**config.mk**
```make
export PLATFORM = sky130hd
export DESIGN_NAME = calcTop
export DESIGN_NICKNAME = d
export VERILOG_FILES = /design/src/common/calcPkg.sv /design/src/common/calcBusIf.sv /design/src/sequencer/calcSequencer.sv /design/src/verilog/operandEntry.sv /design/src/alu/calcMailbox.sv /design/src/verilog/calcTop.sv
export VERILOG_INCLUDE_DIRS = /design/src /design/src/common
export SDC_FILE = /design/constraint.sdc
export NUM_CORES = 2
export LEC_CHECK = 0
export BUFFER_PORTS_ARGS = -buffer_cell sky130_fd_sc_hd__buf_2
export CORE_MARGIN = 2
export CORE_UTILIZATION = 54
export CTS_CLUSTER_SIZE = 16
export DETAILED_ROUTE_END_ITERATION = 7
export HOLD_SLACK_MARGIN = 0.03
export PLACE_DENSITY = 0.76
export SYNTH_ARGS = -nofsm -noshare
export SYNTH_HDL_FRONTEND = slang
export SYNTH_SLANG_ARGS = --single-unit
```
**constraint.sdc**
```tcl
create_clock -name clk -period 145.9 [get_ports clk]
set_input_delay 0 -clock clk [delete_from_list [all_inputs] [get_ports clk]]
set_output_delay 0 -clock clk [all_outputs]
set_load 0.1 [all_outputs]
```
**src/common/calc_macros.svh**
```systemverilog
`ifndef CALC_MACROS_SVH
`define CALC_MACROS_SVH

////////////////////////////////////////////////////////////
// Datapath widths
////////////////////////////////////////////////////////////

// Operands and result
`define CALC_DATA_W 32

// Mailbox register address
`define CALC_ADDR_W 8

////////////////////////////////////////////////////////////
// Mailbox register map
////////////////////////////////////////////////////////////

// Opcode write also launches the operation
`define CALC_ADDR_OP 8'd0
// Read-only result
`define CALC_ADDR_RESULT 8'd1
// First operand
`define CALC_ADDR_A 8'd16
// Second operand
`define CALC_ADDR_B 8'd20

`endif

```
**src/common/calcPkg.sv**
```systemverilog
package calcPkg;

	////////////////////////////////////////////////////////////
	// Arithmetic operation codes
	////////////////////////////////////////////////////////////

	// Encoding matches the low two bits written to the opcode register
	typedef enum logic [1:0]
	{
		opAdd = 2'd0,
		opSub = 2'd1,
		opMul = 2'd2,
		opDiv = 2'd3
	} calcOp;

	////////////////////////////////////////////////////////////
	// Keystroke sequencer phases
	////////////////////////////////////////////////////////////

	typedef enum logic [3:0]
	{
		stIdle    = 4'd0,
		stNum1    = 4'd1,
		stNum2    = 4'd2,
		stOpSel   = 4'd3,
		stStoreA  = 4'd4,
		stStoreB  = 4'd5,
		stStoreOp = 4'd6,
		stDone    = 4'd7
	} seqState;

	// Source of the mailbox write data
	typedef enum logic [1:0]
	{
		selNone = 2'd0,
		selNum1 = 2'd1,
		selNum2 = 2'd2,
		selOp   = 2'd3
	} storeSel;

endpackage

```
**src/common/calcBusIf.sv**
```systemverilog
`timescale 1ns/1ns
`include "calc_macros.svh"

interface calcBusIf import calcPkg::*; ();

	// Phase levels from the sequencer
	logic clearOps;
	logic capNum1;
	logic capNum2;
	logic capOp;
	logic showResult;

	// Register write path
	storeSel sel;
	logic [`CALC_ADDR_W-1:0] addr;
	logic wrEn;
	logic [`CALC_DATA_W-1:0] wrData;

	// Register read path, follows addr
	logic [`CALC_DATA_W-1:0] rdData;

	modport seq
	(
		output clearOps, capNum1, capNum2, capOp, showResult,
		output sel, addr, wrEn
	);

	modport entry
	(
		input clearOps, capNum1, capNum2, capOp, sel,
		output wrData
	);

	modport mailbox
	(
		input addr, wrEn, wrData,
		output rdData
	);

endinterface

```
**src/sequencer/calcSequencer.sv**
```systemverilog
`timescale 1ns/1ns
`include "calc_macros.svh"

module calcSequencer import calcPkg::*;
(
	input logic clk,
	input logic arstN,
	input logic digitStrobe,
	input logic keyPress,
	calcBusIf.seq bus
);

	seqState state;
	seqState nextState;

	// Key level from the previous cycle
	logic keyPrev;
	// Registered key edge, one cycle after the rising edge
	logic keyEdgeQ;
	// Phases that react to the key
	logic acceptKey;

	////////////////////////////////////////////////////////////
	// Key edge detection
	////////////////////////////////////////////////////////////

	// Store phases and idle drop any key press
	assign acceptKey = (state == stNum1) || (state == stNum2) ||
		(state == stOpSel) || (state == stDone);

	always_ff @(posedge clk or negedge arstN)
	begin
		if (!arstN)
		begin
			keyPrev  <= 1'b0;
			keyEdgeQ <= 1'b0;
		end
		else
		begin
			keyPrev <= keyPress;
			// Digit in the same cycle wins, edge is lost
			keyEdgeQ <= acceptKey && keyPress && !keyPrev && !digitStrobe;
		end
	end

	////////////////////////////////////////////////////////////
	// Phase register
	////////////////////////////////////////////////////////////

	always_ff @(posedge clk or negedge arstN)
	begin
		if (!arstN)
			state <= stIdle;
		else
			state <= nextState;
	end

	always_comb
	begin
		nextState = state;
		case (state)
			// Single clearing cycle
			stIdle:
				nextState = stNum1;
			stNum1:
				if (keyEdgeQ)
					nextState = stNum2;
			stNum2:
				if (keyEdgeQ)
					nextState = stOpSel;
			stOpSel:
				if (keyEdgeQ)
					nextState = stStoreA;
			// Three fixed store cycles
			stStoreA:
				nextState = stStoreB;
			stStoreB:
				nextState = stStoreOp;
			stStoreOp:
				nextState = stDone;
			// Result shown until the next key
			stDone:
				if (keyEdgeQ)
					nextState = stIdle;
			default:
				nextState = stIdle;
		endcase
	end

	////////////////////////////////////////////////////////////
	// Output decode
	////////////////////////////////////////////////////////////

	always_comb
	begin
		bus.clearOps   = 1'b0;
		bus.capNum1    = 1'b0;
		bus.capNum2    = 1'b0;
		bus.capOp      = 1'b0;
		bus.showResult = 1'b0;
		bus.sel        = selNone;
		// Parked on the result register
		bus.addr       = `CALC_ADDR_RESULT;
		bus.wrEn       = 1'b0;
		case (state)
			stIdle:
				bus.clearOps = 1'b1;
			stNum1:
				bus.capNum1 = 1'b1;
			stNum2:
				bus.capNum2 = 1'b1;
			stOpSel:
				bus.capOp = 1'b1;
			stStoreA:
			begin
				bus.addr = `CALC_ADDR_A;
				bus.sel  = selNum1;
				bus.wrEn = 1'b1;
			end
			stStoreB:
			begin
				bus.addr = `CALC_ADDR_B;
				bus.sel  = selNum2;
				bus.wrEn = 1'b1;
			end
			stStoreOp:
			begin
				bus.addr = `CALC_ADDR_OP;
				bus.sel  = selOp;
				bus.wrEn = 1'b1;
			end
			stDone:
				bus.showResult = 1'b1;
			default:
				bus.clearOps = 1'b0;
		endcase
	end

	////////////////////////////////////////////////////////////
	// Checks
	////////////////////////////////////////////////////////////

	// No write outside the store phases
	wrOnlyInStore: assert property (@(posedge clk) disable iff (!arstN)
		bus.wrEn |-> (state inside {stStoreA, stStoreB, stStoreOp}));

	// Phase levels are exclusive
	oneCapture: assert property (@(posedge clk) disable iff (!arstN)
		$onehot0({bus.capNum1, bus.capNum2, bus.capOp, bus.showResult}));

endmodule

```
**src/verilog/operandEntry.sv**
```systemverilog
`timescale 1ns/1ns
`include "calc_macros.svh"

module operandEntry import calcPkg::*;
(
	input logic clk,
	input logic arstN,
	input logic digitStrobe,
	input logic [3:0] digit,
	input calcOp opCode,
	calcBusIf.entry bus
);

	// Decimal accumulators
	logic [`CALC_DATA_W-1:0] num1;
	logic [`CALC_DATA_W-1:0] num2;
	// Captured operator
	calcOp opReg;

	// Ten times the value plus one digit, wraps at the data width
	function automatic logic [`CALC_DATA_W-1:0] appendDigit(
		input logic [`CALC_DATA_W-1:0] value,
		input logic [3:0] d
	);
		logic [`CALC_DATA_W-1:0] dExt;
		dExt = {{(`CALC_DATA_W-4){1'b0}}, d};
		return (value << 3) + (value << 1) + dExt;
	endfunction

	////////////////////////////////////////////////////////////
	// Operand accumulation
	////////////////////////////////////////////////////////////

	always_ff @(posedge clk or negedge arstN)
	begin
		if (!arstN)
		begin
			num1 <= '0;
			num2 <= '0;
		end
		else if (bus.clearOps)
		begin
			// New session
			num1 <= '0;
			num2 <= '0;
		end
		else if (digitStrobe)
		begin
			// Only the active operand takes the digit
			if (bus.capNum1)
				num1 <= appendDigit(num1, digit);
			if (bus.capNum2)
				num2 <= appendDigit(num2, digit);
		end
	end

	// Operator tracks the input during its phase
	always_ff @(posedge clk or negedge arstN)
	begin
		if (!arstN)
			opReg <= opAdd;
		else if (bus.capOp)
			opReg <= opCode;
	end

	////////////////////////////////////////////////////////////
	// Write data select
	////////////////////////////////////////////////////////////

	always_comb
	begin
		case (bus.sel)
			selNum1:
				bus.wrData = num1;
			selNum2:
				bus.wrData = num2;
			// Opcode in the low bits
			selOp:
				bus.wrData = {{(`CALC_DATA_W-2){1'b0}}, opReg};
			default:
				bus.wrData = '0;
		endcase
	end

	// Keypad gives decimal digits only
	digitRange: assert property (@(posedge clk) disable iff (!arstN)
		digitStrobe |-> (digit <= 4'd9));

endmodule

```
**src/alu/calcMailbox.sv**
```systemverilog
`timescale 1ns/1ns
`include "calc_macros.svh"

module calcMailbox import calcPkg::*;
(
	input logic clk,
	input logic arstN,
	calcBusIf.mailbox bus
);

	// Operand registers
	logic [`CALC_DATA_W-1:0] regA;
	logic [`CALC_DATA_W-1:0] regB;
	// Last opcode written
	calcOp opQ;
	// Opcode on the write bus
	calcOp wrOp;
	// Arithmetic output and its register
	logic [`CALC_DATA_W-1:0] aluOut;
	logic [`CALC_DATA_W-1:0] resultQ;

	assign wrOp = calcOp'(bus.wrData[1:0]);

	////////////////////////////////////////////////////////////
	// Arithmetic unit
	////////////////////////////////////////////////////////////

	// Operands are already stored when the opcode arrives
	always_comb
	begin
		case (wrOp)
			opAdd:
				aluOut = regA + regB;
			opSub:
				aluOut = regA - regB;
			// Low half of the product
			opMul:
				aluOut = regA * regB;
			opDiv:
				// Zero divisor saturates
				if (regB == '0)
					aluOut = '1;
				else
					aluOut = regA / regB;
			default:
				aluOut = '0;
		endcase
	end

	////////////////////////////////////////////////////////////
	// Register writes
	////////////////////////////////////////////////////////////

	always_ff @(posedge clk or negedge arstN)
	begin
		if (!arstN)
		begin
			regA    <= '0;
			regB    <= '0;
			opQ     <= opAdd;
			resultQ <= '0;
		end
		else if (bus.wrEn)
		begin
			case (bus.addr)
				`CALC_ADDR_A:
					regA <= bus.wrData;
				`CALC_ADDR_B:
					regB <= bus.wrData;
				`CALC_ADDR_OP:
				begin
					// Opcode write launches the operation
					opQ     <= wrOp;
					resultQ <= aluOut;
				end
				default:
					regA <= regA;
			endcase
		end
	end

	////////////////////////////////////////////////////////////
	// Read port
	////////////////////////////////////////////////////////////

	always_comb
	begin
		case (bus.addr)
			`CALC_ADDR_A:
				bus.rdData = regA;
			`CALC_ADDR_B:
				bus.rdData = regB;
			`CALC_ADDR_OP:
				bus.rdData = {{(`CALC_DATA_W-2){1'b0}}, opQ};
			`CALC_ADDR_RESULT:
				bus.rdData = resultQ;
			default:
				bus.rdData = '0;
		endcase
	end

	// Only mapped registers are written
	wrMapped: assert property (@(posedge clk) disable iff (!arstN)
		bus.wrEn |-> (bus.addr inside {`CALC_ADDR_A, `CALC_ADDR_B, `CALC_ADDR_OP}));

endmodule

```
**src/verilog/calcTop.sv**
```systemverilog
`timescale 1ns/1ns
`include "calc_macros.svh"

module calcTop import calcPkg::*;
(
	input logic clk,
	input logic arstN,
	input logic digitStrobe,
	input logic [3:0] digit,
	input logic keyPress,
	input calcOp opCode,
	output logic num1Active,
	output logic num2Active,
	output logic opActive,
	output logic resultValid,
	output logic [`CALC_DATA_W-1:0] result
);

	// Shared control and register path
	calcBusIf bus ();

	////////////////////////////////////////////////////////////
	// Blocks
	////////////////////////////////////////////////////////////

	// Keystroke phases and store cycles
	calcSequencer i_calcSequencer
	(
		.clk         (clk),
		.arstN       (arstN),
		.digitStrobe (digitStrobe),
		.keyPress    (keyPress),
		.bus         (bus.seq)
	);

	// Operand and opcode capture
	operandEntry i_operandEntry
	(
		.clk         (clk),
		.arstN       (arstN),
		.digitStrobe (digitStrobe),
		.digit       (digit),
		.opCode      (opCode),
		.bus         (bus.entry)
	);

	// Registers and arithmetic
	calcMailbox i_calcMailbox
	(
		.clk   (clk),
		.arstN (arstN),
		.bus   (bus.mailbox)
	);

	// Phase flags out
	assign num1Active  = bus.capNum1;
	assign num2Active  = bus.capNum2;
	assign opActive    = bus.capOp;
	assign resultValid = bus.showResult;
	// Read port sits on the result outside store cycles
	assign result      = bus.rdData;

endmodule

```
**Word-level counts from Yosys, hierarchy flattened**

Cells that the tools add are included.
Widths: inputs -> output; s select.

- Register bits after elaboration: 170
- Input bits: 10
- Output and inout bits: 36
- Logic and storage cells: 83

- Add/subtract/negate cells: 6
- Multipliers: 1
- Div/mod/pow operators: 1
- Equal/unequal tests: 20
- Multiplexer cells: 23
- Reduce and logical (&&, ||, !) cells: 22

Operators with widths:

| kind | number |
|---|---|
| $pmux 32 s4 | 2 |
| $mux 32 | 7 |
| $add 32x32->32 | 3 |
| $pmux 32 s3 | 1 |
| $add 32x4->32 | 2 |
| $div 32x32->32 | 1 |
| $logic_not 32->1 | 1 |
| $mul 32x32->32 | 1 |
| $pmux 4 s8 | 1 |
| $sub 32x32->32 | 1 |
| $eq 4x3->1 const B | 4 |
| $mux 4 | 4 |
| $pmux 5 s3 | 1 |
| $eq 5x5->1 const B | 2 |
| $reduce_and 2->1 | 5 |
| $eq 2x2->1 const B | 4 |
| $eq 4x2->1 const B | 2 |
| $logic_not 8->1 | 1 |
| $ne 2x1->1 const B | 4 |
| $mux 1 | 6 |
| $pmux 2 s3 | 1 |
| $reduce_bool 2->1 | 3 |
| $eq 5x1->1 const B | 1 |
| $eq 2x1->1 const B | 2 |
| other kinds (8) | 13 |

**Depth between registers and ports, before layout**

- Word-level depth: 7
- Gate-level depth with buffers: 347
- Depth with buffers taken out: 320

**Modules after synthesis**

From an unflattened synthesis, not the netlist that was laid out.

- Cells, all modules: 7545
- Area, all modules: 58142.0 µm²

Modules (own cells, without submodules):

| module | instances | cells an instance | area an instance (µm²) | seq. area each (µm²) |
|---|---|---|---|---|
| calcMailbox | 1 | 6797 | 51184.1 | 2452.4 |
| operandEntry | 1 | 710 | 6588.8 | 1651.6 |
| calcSequencer | 1 | 38 | 369.1 | 125.1 |

**Worst setup path after synthesis**

OpenSTA, ideal clock, no wires.

- Kind: reg2reg
- Start: register i_calcMailbox.regB[0]
- End: register i_calcMailbox.resultQ[0]
- Setup time: 0.126 ns
- Arrival: 69.401 ns
- Required time: 145.774 ns
- Path slack: 76.373 ns
- Stages on the path, launching flop included: 318
- Path buffers: 36
- Clock period less this slack: 69.527 ns
- Cell sequence: dfrtp_1 > inv_1 > ha_1 > inv_1 > or4_1 > a22oi_1 > ha_1 > o21a_1 > o21ai_0 > nor4_4 > nor3b_1 > or2_2 > ha_1 > o21a_1 > o21a_1 > nand2_1 > or3_1 > nand2_1 > [282 not listed] > clkbuf_1 > nand2_1 > o21ai_0 > ha_1 > a21o_1 > a21o_1 > a21o_1 > a21o_1 > a21o_1 > a21o_1 > a21o_1 > a21o_1 > a21o_1 > a21o_1 > a21o_1 > a21oi_1 > nor3_1 > a2bb2oi_1

- Word-level cells in the longest chain between the ends: 3
- Elaborated cells on any way between the ends: 7
- Classes of those cells: add/sub: 2; mul: 1; div: 1; mux: 2; reduce/logical: 1

RTL lines:

| element | RTL line | RTL |
|---|---|---|
| from (decl) | calcMailbox.sv:13 | `` logic [`CALC_DATA_W-1:0] regB; `` |
| from (signal assigned) | calcMailbox.sv:69 | `regB <= bus.wrData;` |
| $div 32x32->32 / $logic_not 32->1 (equally long branches) | calcMailbox.sv:44, calcMailbox.sv:41 |  |
| $mux 32 | calcMailbox.sv:41 | `if (regB == '0)` |
| $pmux 32 s4 * | calcMailbox.sv:31 | `case (wrOp)` |
| to (signal assigned) | calcMailbox.sv:74 | `resultQ <= aluOut;` |
| to (decl) | calcMailbox.sv:20 | `` logic [`CALC_DATA_W-1:0] resultQ; `` |

Mark *: on every way between the ends. The rest lies on a longest branch, timed or not.
A chain may end at the register's enable or synchronous reset.

**Final worst setup path**

- Start: register i_calcMailbox.regB[24]
- End: register i_calcMailbox.resultQ[0]

- Word-level cells in the longest chain between the ends: 3
- Elaborated cells on any way between the ends: 4
- Classes of those cells: div: 1; mux: 2; reduce/logical: 1

RTL lines:

| element | RTL line |
|---|---|
| $div 32x32->32 / $logic_not 32->1 (equally long branches) | calcMailbox.sv:44, calcMailbox.sv:41 |
| $mux 32 * | calcMailbox.sv:41 |
| $pmux 32 s4 * | calcMailbox.sv:31 |

Marks and branches as above.

==> implementation parameters <==
Parameter                              Value

Logic synthesis
  Post-synth EDFFs    0
  Syn Area/Cell    7.57 um2
  Number of synthesized register bits    169
  Number of warnings issued by yosys    0
  Ranking of synthesized cells by area    sky130_fd_sc_hd__ha_1 (18%), sky130_fd_sc_hd__fa_1 (15%), sky130_fd_sc_hd__dfrtp_1 (7.5%), sky130_fd_sc_hd__nand2_1 (6.8%), sky130_fd_sc_hd__xnor2_1 (5.1%)
  Mapped Cells    7444
  Area share of the leading cell type in the synthesized netlist    17.8%
  Mapped Nets    8670
  Most frequently used flop master after synthesis    sky130_fd_sc_hd__dfrtp_1
  Async set-reset flop share out of synthesis    100%
  Area leader, netlist    sky130_fd_sc_hd__ha_1
  Fraction of the yosys area taken by sequential cells    7.50%
  Number of distinct library cell variants in the gate-level netlist after synthesis    105
  Post-Synthesis Cell Area    0.0564 mm2

Setup path
  Slowest CP cell    sky130_fd_sc_hd__a31oi_1
  Setup Crit Path Kind    reg2reg
  Nature of the critical path startpoint    register
  Worst setup slack for register-to-register paths    60550 ps
  Arrival time at the worst endpoint    85720 ps
  Cell class contributing the biggest share of worst-path delay    compound AO/OA/AOI/OAI gates
  CP Data Required Time    146270 ps
  Crit-path max cell delay    980 ps
  CP bufs+invs    15
  Critical path peak fanout    46
  Type of element capturing the critical path    register
  Cell type with the highest occurrence count on the critical path    sky130_fd_sc_hd__ha_1

Global route
  Number of antenna violations at the first check in global routing    15
  First-pass GRT wire length    339000 um
  Number of global-route vias before repair    55.3k
  GRT Util Overall    41.5%
  Remaining global-route overflow    0
  Largest net degree at the start of global routing    94

Placement
  Global placement routability congestion    1.10
  Post-Place Cells    8695
  DP Worst Slack    63090 ps
  IO buf count    45
  HPWL reported at the end of detailed placement    173000 um

Routing
  First-pass iteration count of the detailed router    8
  Post-route DRC    0
  DRC marker count from the first detailed-route iteration    6822
  Final ANT Viol Nets    0
  Total number of vias    57.6k
  Average wire length per cell after detail routing    25.8 um
  Final WL    225000 um
  Vias per std cell    6.59

Clocking
  Clock tree root buffer cell    sky130_fd_sc_hd__clkbuf_16
  TritonCTS clock tree    done
  Clock slew at the register clock pins of the worst setup and hold paths    80 ps
  Clk Latency, worst-skew pair    520 ps
  Number of clock sinks    169
  CTS H-tree lvls    4
  CTS Buf Count    17
  Clock tree buffer depth    2

Layout
  Most common cell after layout, fill and taps aside    sky130_fd_sc_hd__nand2_1
  Area growth syn-to-layout    4.63%
  Number of filler instances in the final layout    9710
  Net count, final    8567
  Proportion of layout cells with a drive suffix above 1    6.62%
  Most used cells in the layout excluding fill and tap cells    sky130_fd_sc_hd__nand2_1 (1026), sky130_fd_sc_hd__ha_1 (803), sky130_fd_sc_hd__inv_1 (673)
  Count of placed standard cells in the final layout, fillers left out    8746

Min path
  Path class of the lowest-slack min-delay path    in2reg

Timing
  Transition at the pin with the smallest max-transition slack    1610 ps
  RSZ-0062 raised after global routing    false
  Number of endpoints failing setup at the final stage    0
  Final hold violations    0
  Final worst-path setup slack    60550 ps
  Total negative slack for setup checks    0 ps
  Final count of pins violating max slew    2
  Final period util    58.5%
  Max Clock Skew    29.1 ps
  F_max    11.7 MHz
  Worst rel slew slack    -8.24%
  Minimum clock period after layout    85350 ps

Floorplan
  Total number of placement rows    118
  I/O pins    46
  Initial Utilization    54.5%
  Die footprint    0.107 mm2
  Width of the chip    327 um
  Die Height    327 um
  Core region area    0.103 mm2

Status
  Run status    finished with violations
  Violated checks    capacitance limit, slew limit

Job
  Number of max-cap violations    1
sequential cells by signal, summed over array words and instances (netlist names), 2 cells and up:
| signal | count |
|---|---|
| i_calcMailbox.regA | 32 |
| i_operandEntry.num2 | 32 |
| i_calcMailbox.opQ | 2 |
| i_calcSequencer.state | 3 |
| i_calcMailbox.resultQ | 32 |
| i_operandEntry.num1 | 32 |
| i_operandEntry.opReg | 2 |
| i_calcMailbox.regB | 32 |
tightest hold or removal path, stage by stage:
cell and delay, ps:
sky130_fd_sc_hd__buf_2 130, sky130_fd_sc_hd__ha_1 150, sky130_fd_sc_hd__ha_1 130, sky130_fd_sc_hd__a22o_1 110
layout make-up:
cell class | count | area, um2 | area share (%)
Antenna cell | 12 | 30.0 | 0.0509
Clock buffer | 17 | 425 | 0.721
Clock inverter | 15 | 160 | 0.272
Inverter | 684 | 2570 | 4.35
Multi-Input combinational cell | 6281 | 48500 | 82.3
Sequential cell | 169 | 4230 | 7.17
Tap cell | 1380 | 1730 | 2.93
Timing Repair Buffer | 188 | 1320 | 2.24
Yosys cell counts (53+ instances only):
cell                       number
sky130_fd_sc_hd__mux2_2       107
sky130_fd_sc_hd__o211ai_1      53
sky130_fd_sc_hd__fa_1         413
sky130_fd_sc_hd__nor2_1       599
sky130_fd_sc_hd__clkbuf_1     252
sky130_fd_sc_hd__xor2_1       205
sky130_fd_sc_hd__inv_1        680
sky130_fd_sc_hd__a31oi_1      103
sky130_fd_sc_hd__a21oi_1      495
sky130_fd_sc_hd__nand2b_1      72
sky130_fd_sc_hd__or2_2         57
sky130_fd_sc_hd__nor2b_1       66
sky130_fd_sc_hd__nor3_1       179
sky130_fd_sc_hd__ha_1         803
sky130_fd_sc_hd__mux2i_1       66
sky130_fd_sc_hd__nand3_1      125
sky130_fd_sc_hd__or3_1         77
sky130_fd_sc_hd__xnor2_1      328
sky130_fd_sc_hd__o21ai_0      385
sky130_fd_sc_hd__a21o_1       173
sky130_fd_sc_hd__nand2_1     1027
sky130_fd_sc_hd__o21a_1       149
sky130_fd_sc_hd__and2_1        86
sky130_fd_sc_hd__dfrtp_1      169
cell families (layout without fill, tap and decap cells):
group / count (synthesis) / in the layout / share of synthesized area (%)
fa+ha+maj: 1217 / 1217 / 32.5
simple gates: 2495 / 2495 / 20.2
other cells: 0 / 12 / 0
compound gates: 1863 / 1863 / 21.5
mux: 173 / 173 / 3.31
buf+inv: 994 / 904 / 6.70
flops: 169 / 169 / 7.50
xor+xnor: 533 / 533 / 8.28
metrics by stage:
stage / hold slack, ps / cell area (um2) / util [%]
2_1_floorplan: -296 / 56400 / -
3_3_place_gp: 126 / 58300 / 56.3
3_5_place_dp: 128 / 58300 / 56.3
4_1_cts: 37.9 / 58900 / 56.9
5_1_grt: 56.7 / 58900 / 56.9
6_report: 61.3 / 59000 / 57.0
timing repair:
action,4_1_cts,5_1_grt
setup buffers,0,0
hold buffers,7,0
hold endpoints to repair,102,0
gates resized for setup,0,0
layer usage:
metal  routed length (um)  vias to the layer above  share of wire, %  track usage (%)
met1                85900                    27301                38             53.2
met2                93600                     3637                42             61.8
met4                17500                       12               7.8             26.5
met5                   77                        -             0.034                0
li1                     -                    25707                 -                -
met3                28200                      936                13             11.1
path summary, 6_finish.rpt:
check,cells after the start,endpoint,startpoint
setup reg to reg,287,i_calcMailbox.resultQ[0]$_DFFE_PN0P_,i_calcMailbox.regB[24]$_DFFE_PN0P_
setup / recovery,287,i_calcMailbox.resultQ[0]$_DFFE_PN0P_,i_calcMailbox.regB[24]$_DFFE_PN0P_
hold reg to reg,1,i_calcSequencer.keyEdgeQ$_DFF_PN0_,i_calcSequencer.keyPrev$_DFF_PN0_
hold / removal,4,i_operandEntry.num1[2]$_DFFE_PN0P_,digit[2]
max in group asynchronous,3,i_calcMailbox.regB[18]$_DFFE_PN0P_,arstN
min in group asynchronous,2,i_calcSequencer.keyPrev$_DFF_PN0_,arstN
Power is left out: the tool's default activity adds up to more than one toggle a clock period on the data nets, which glitch-free logic cannot reach.
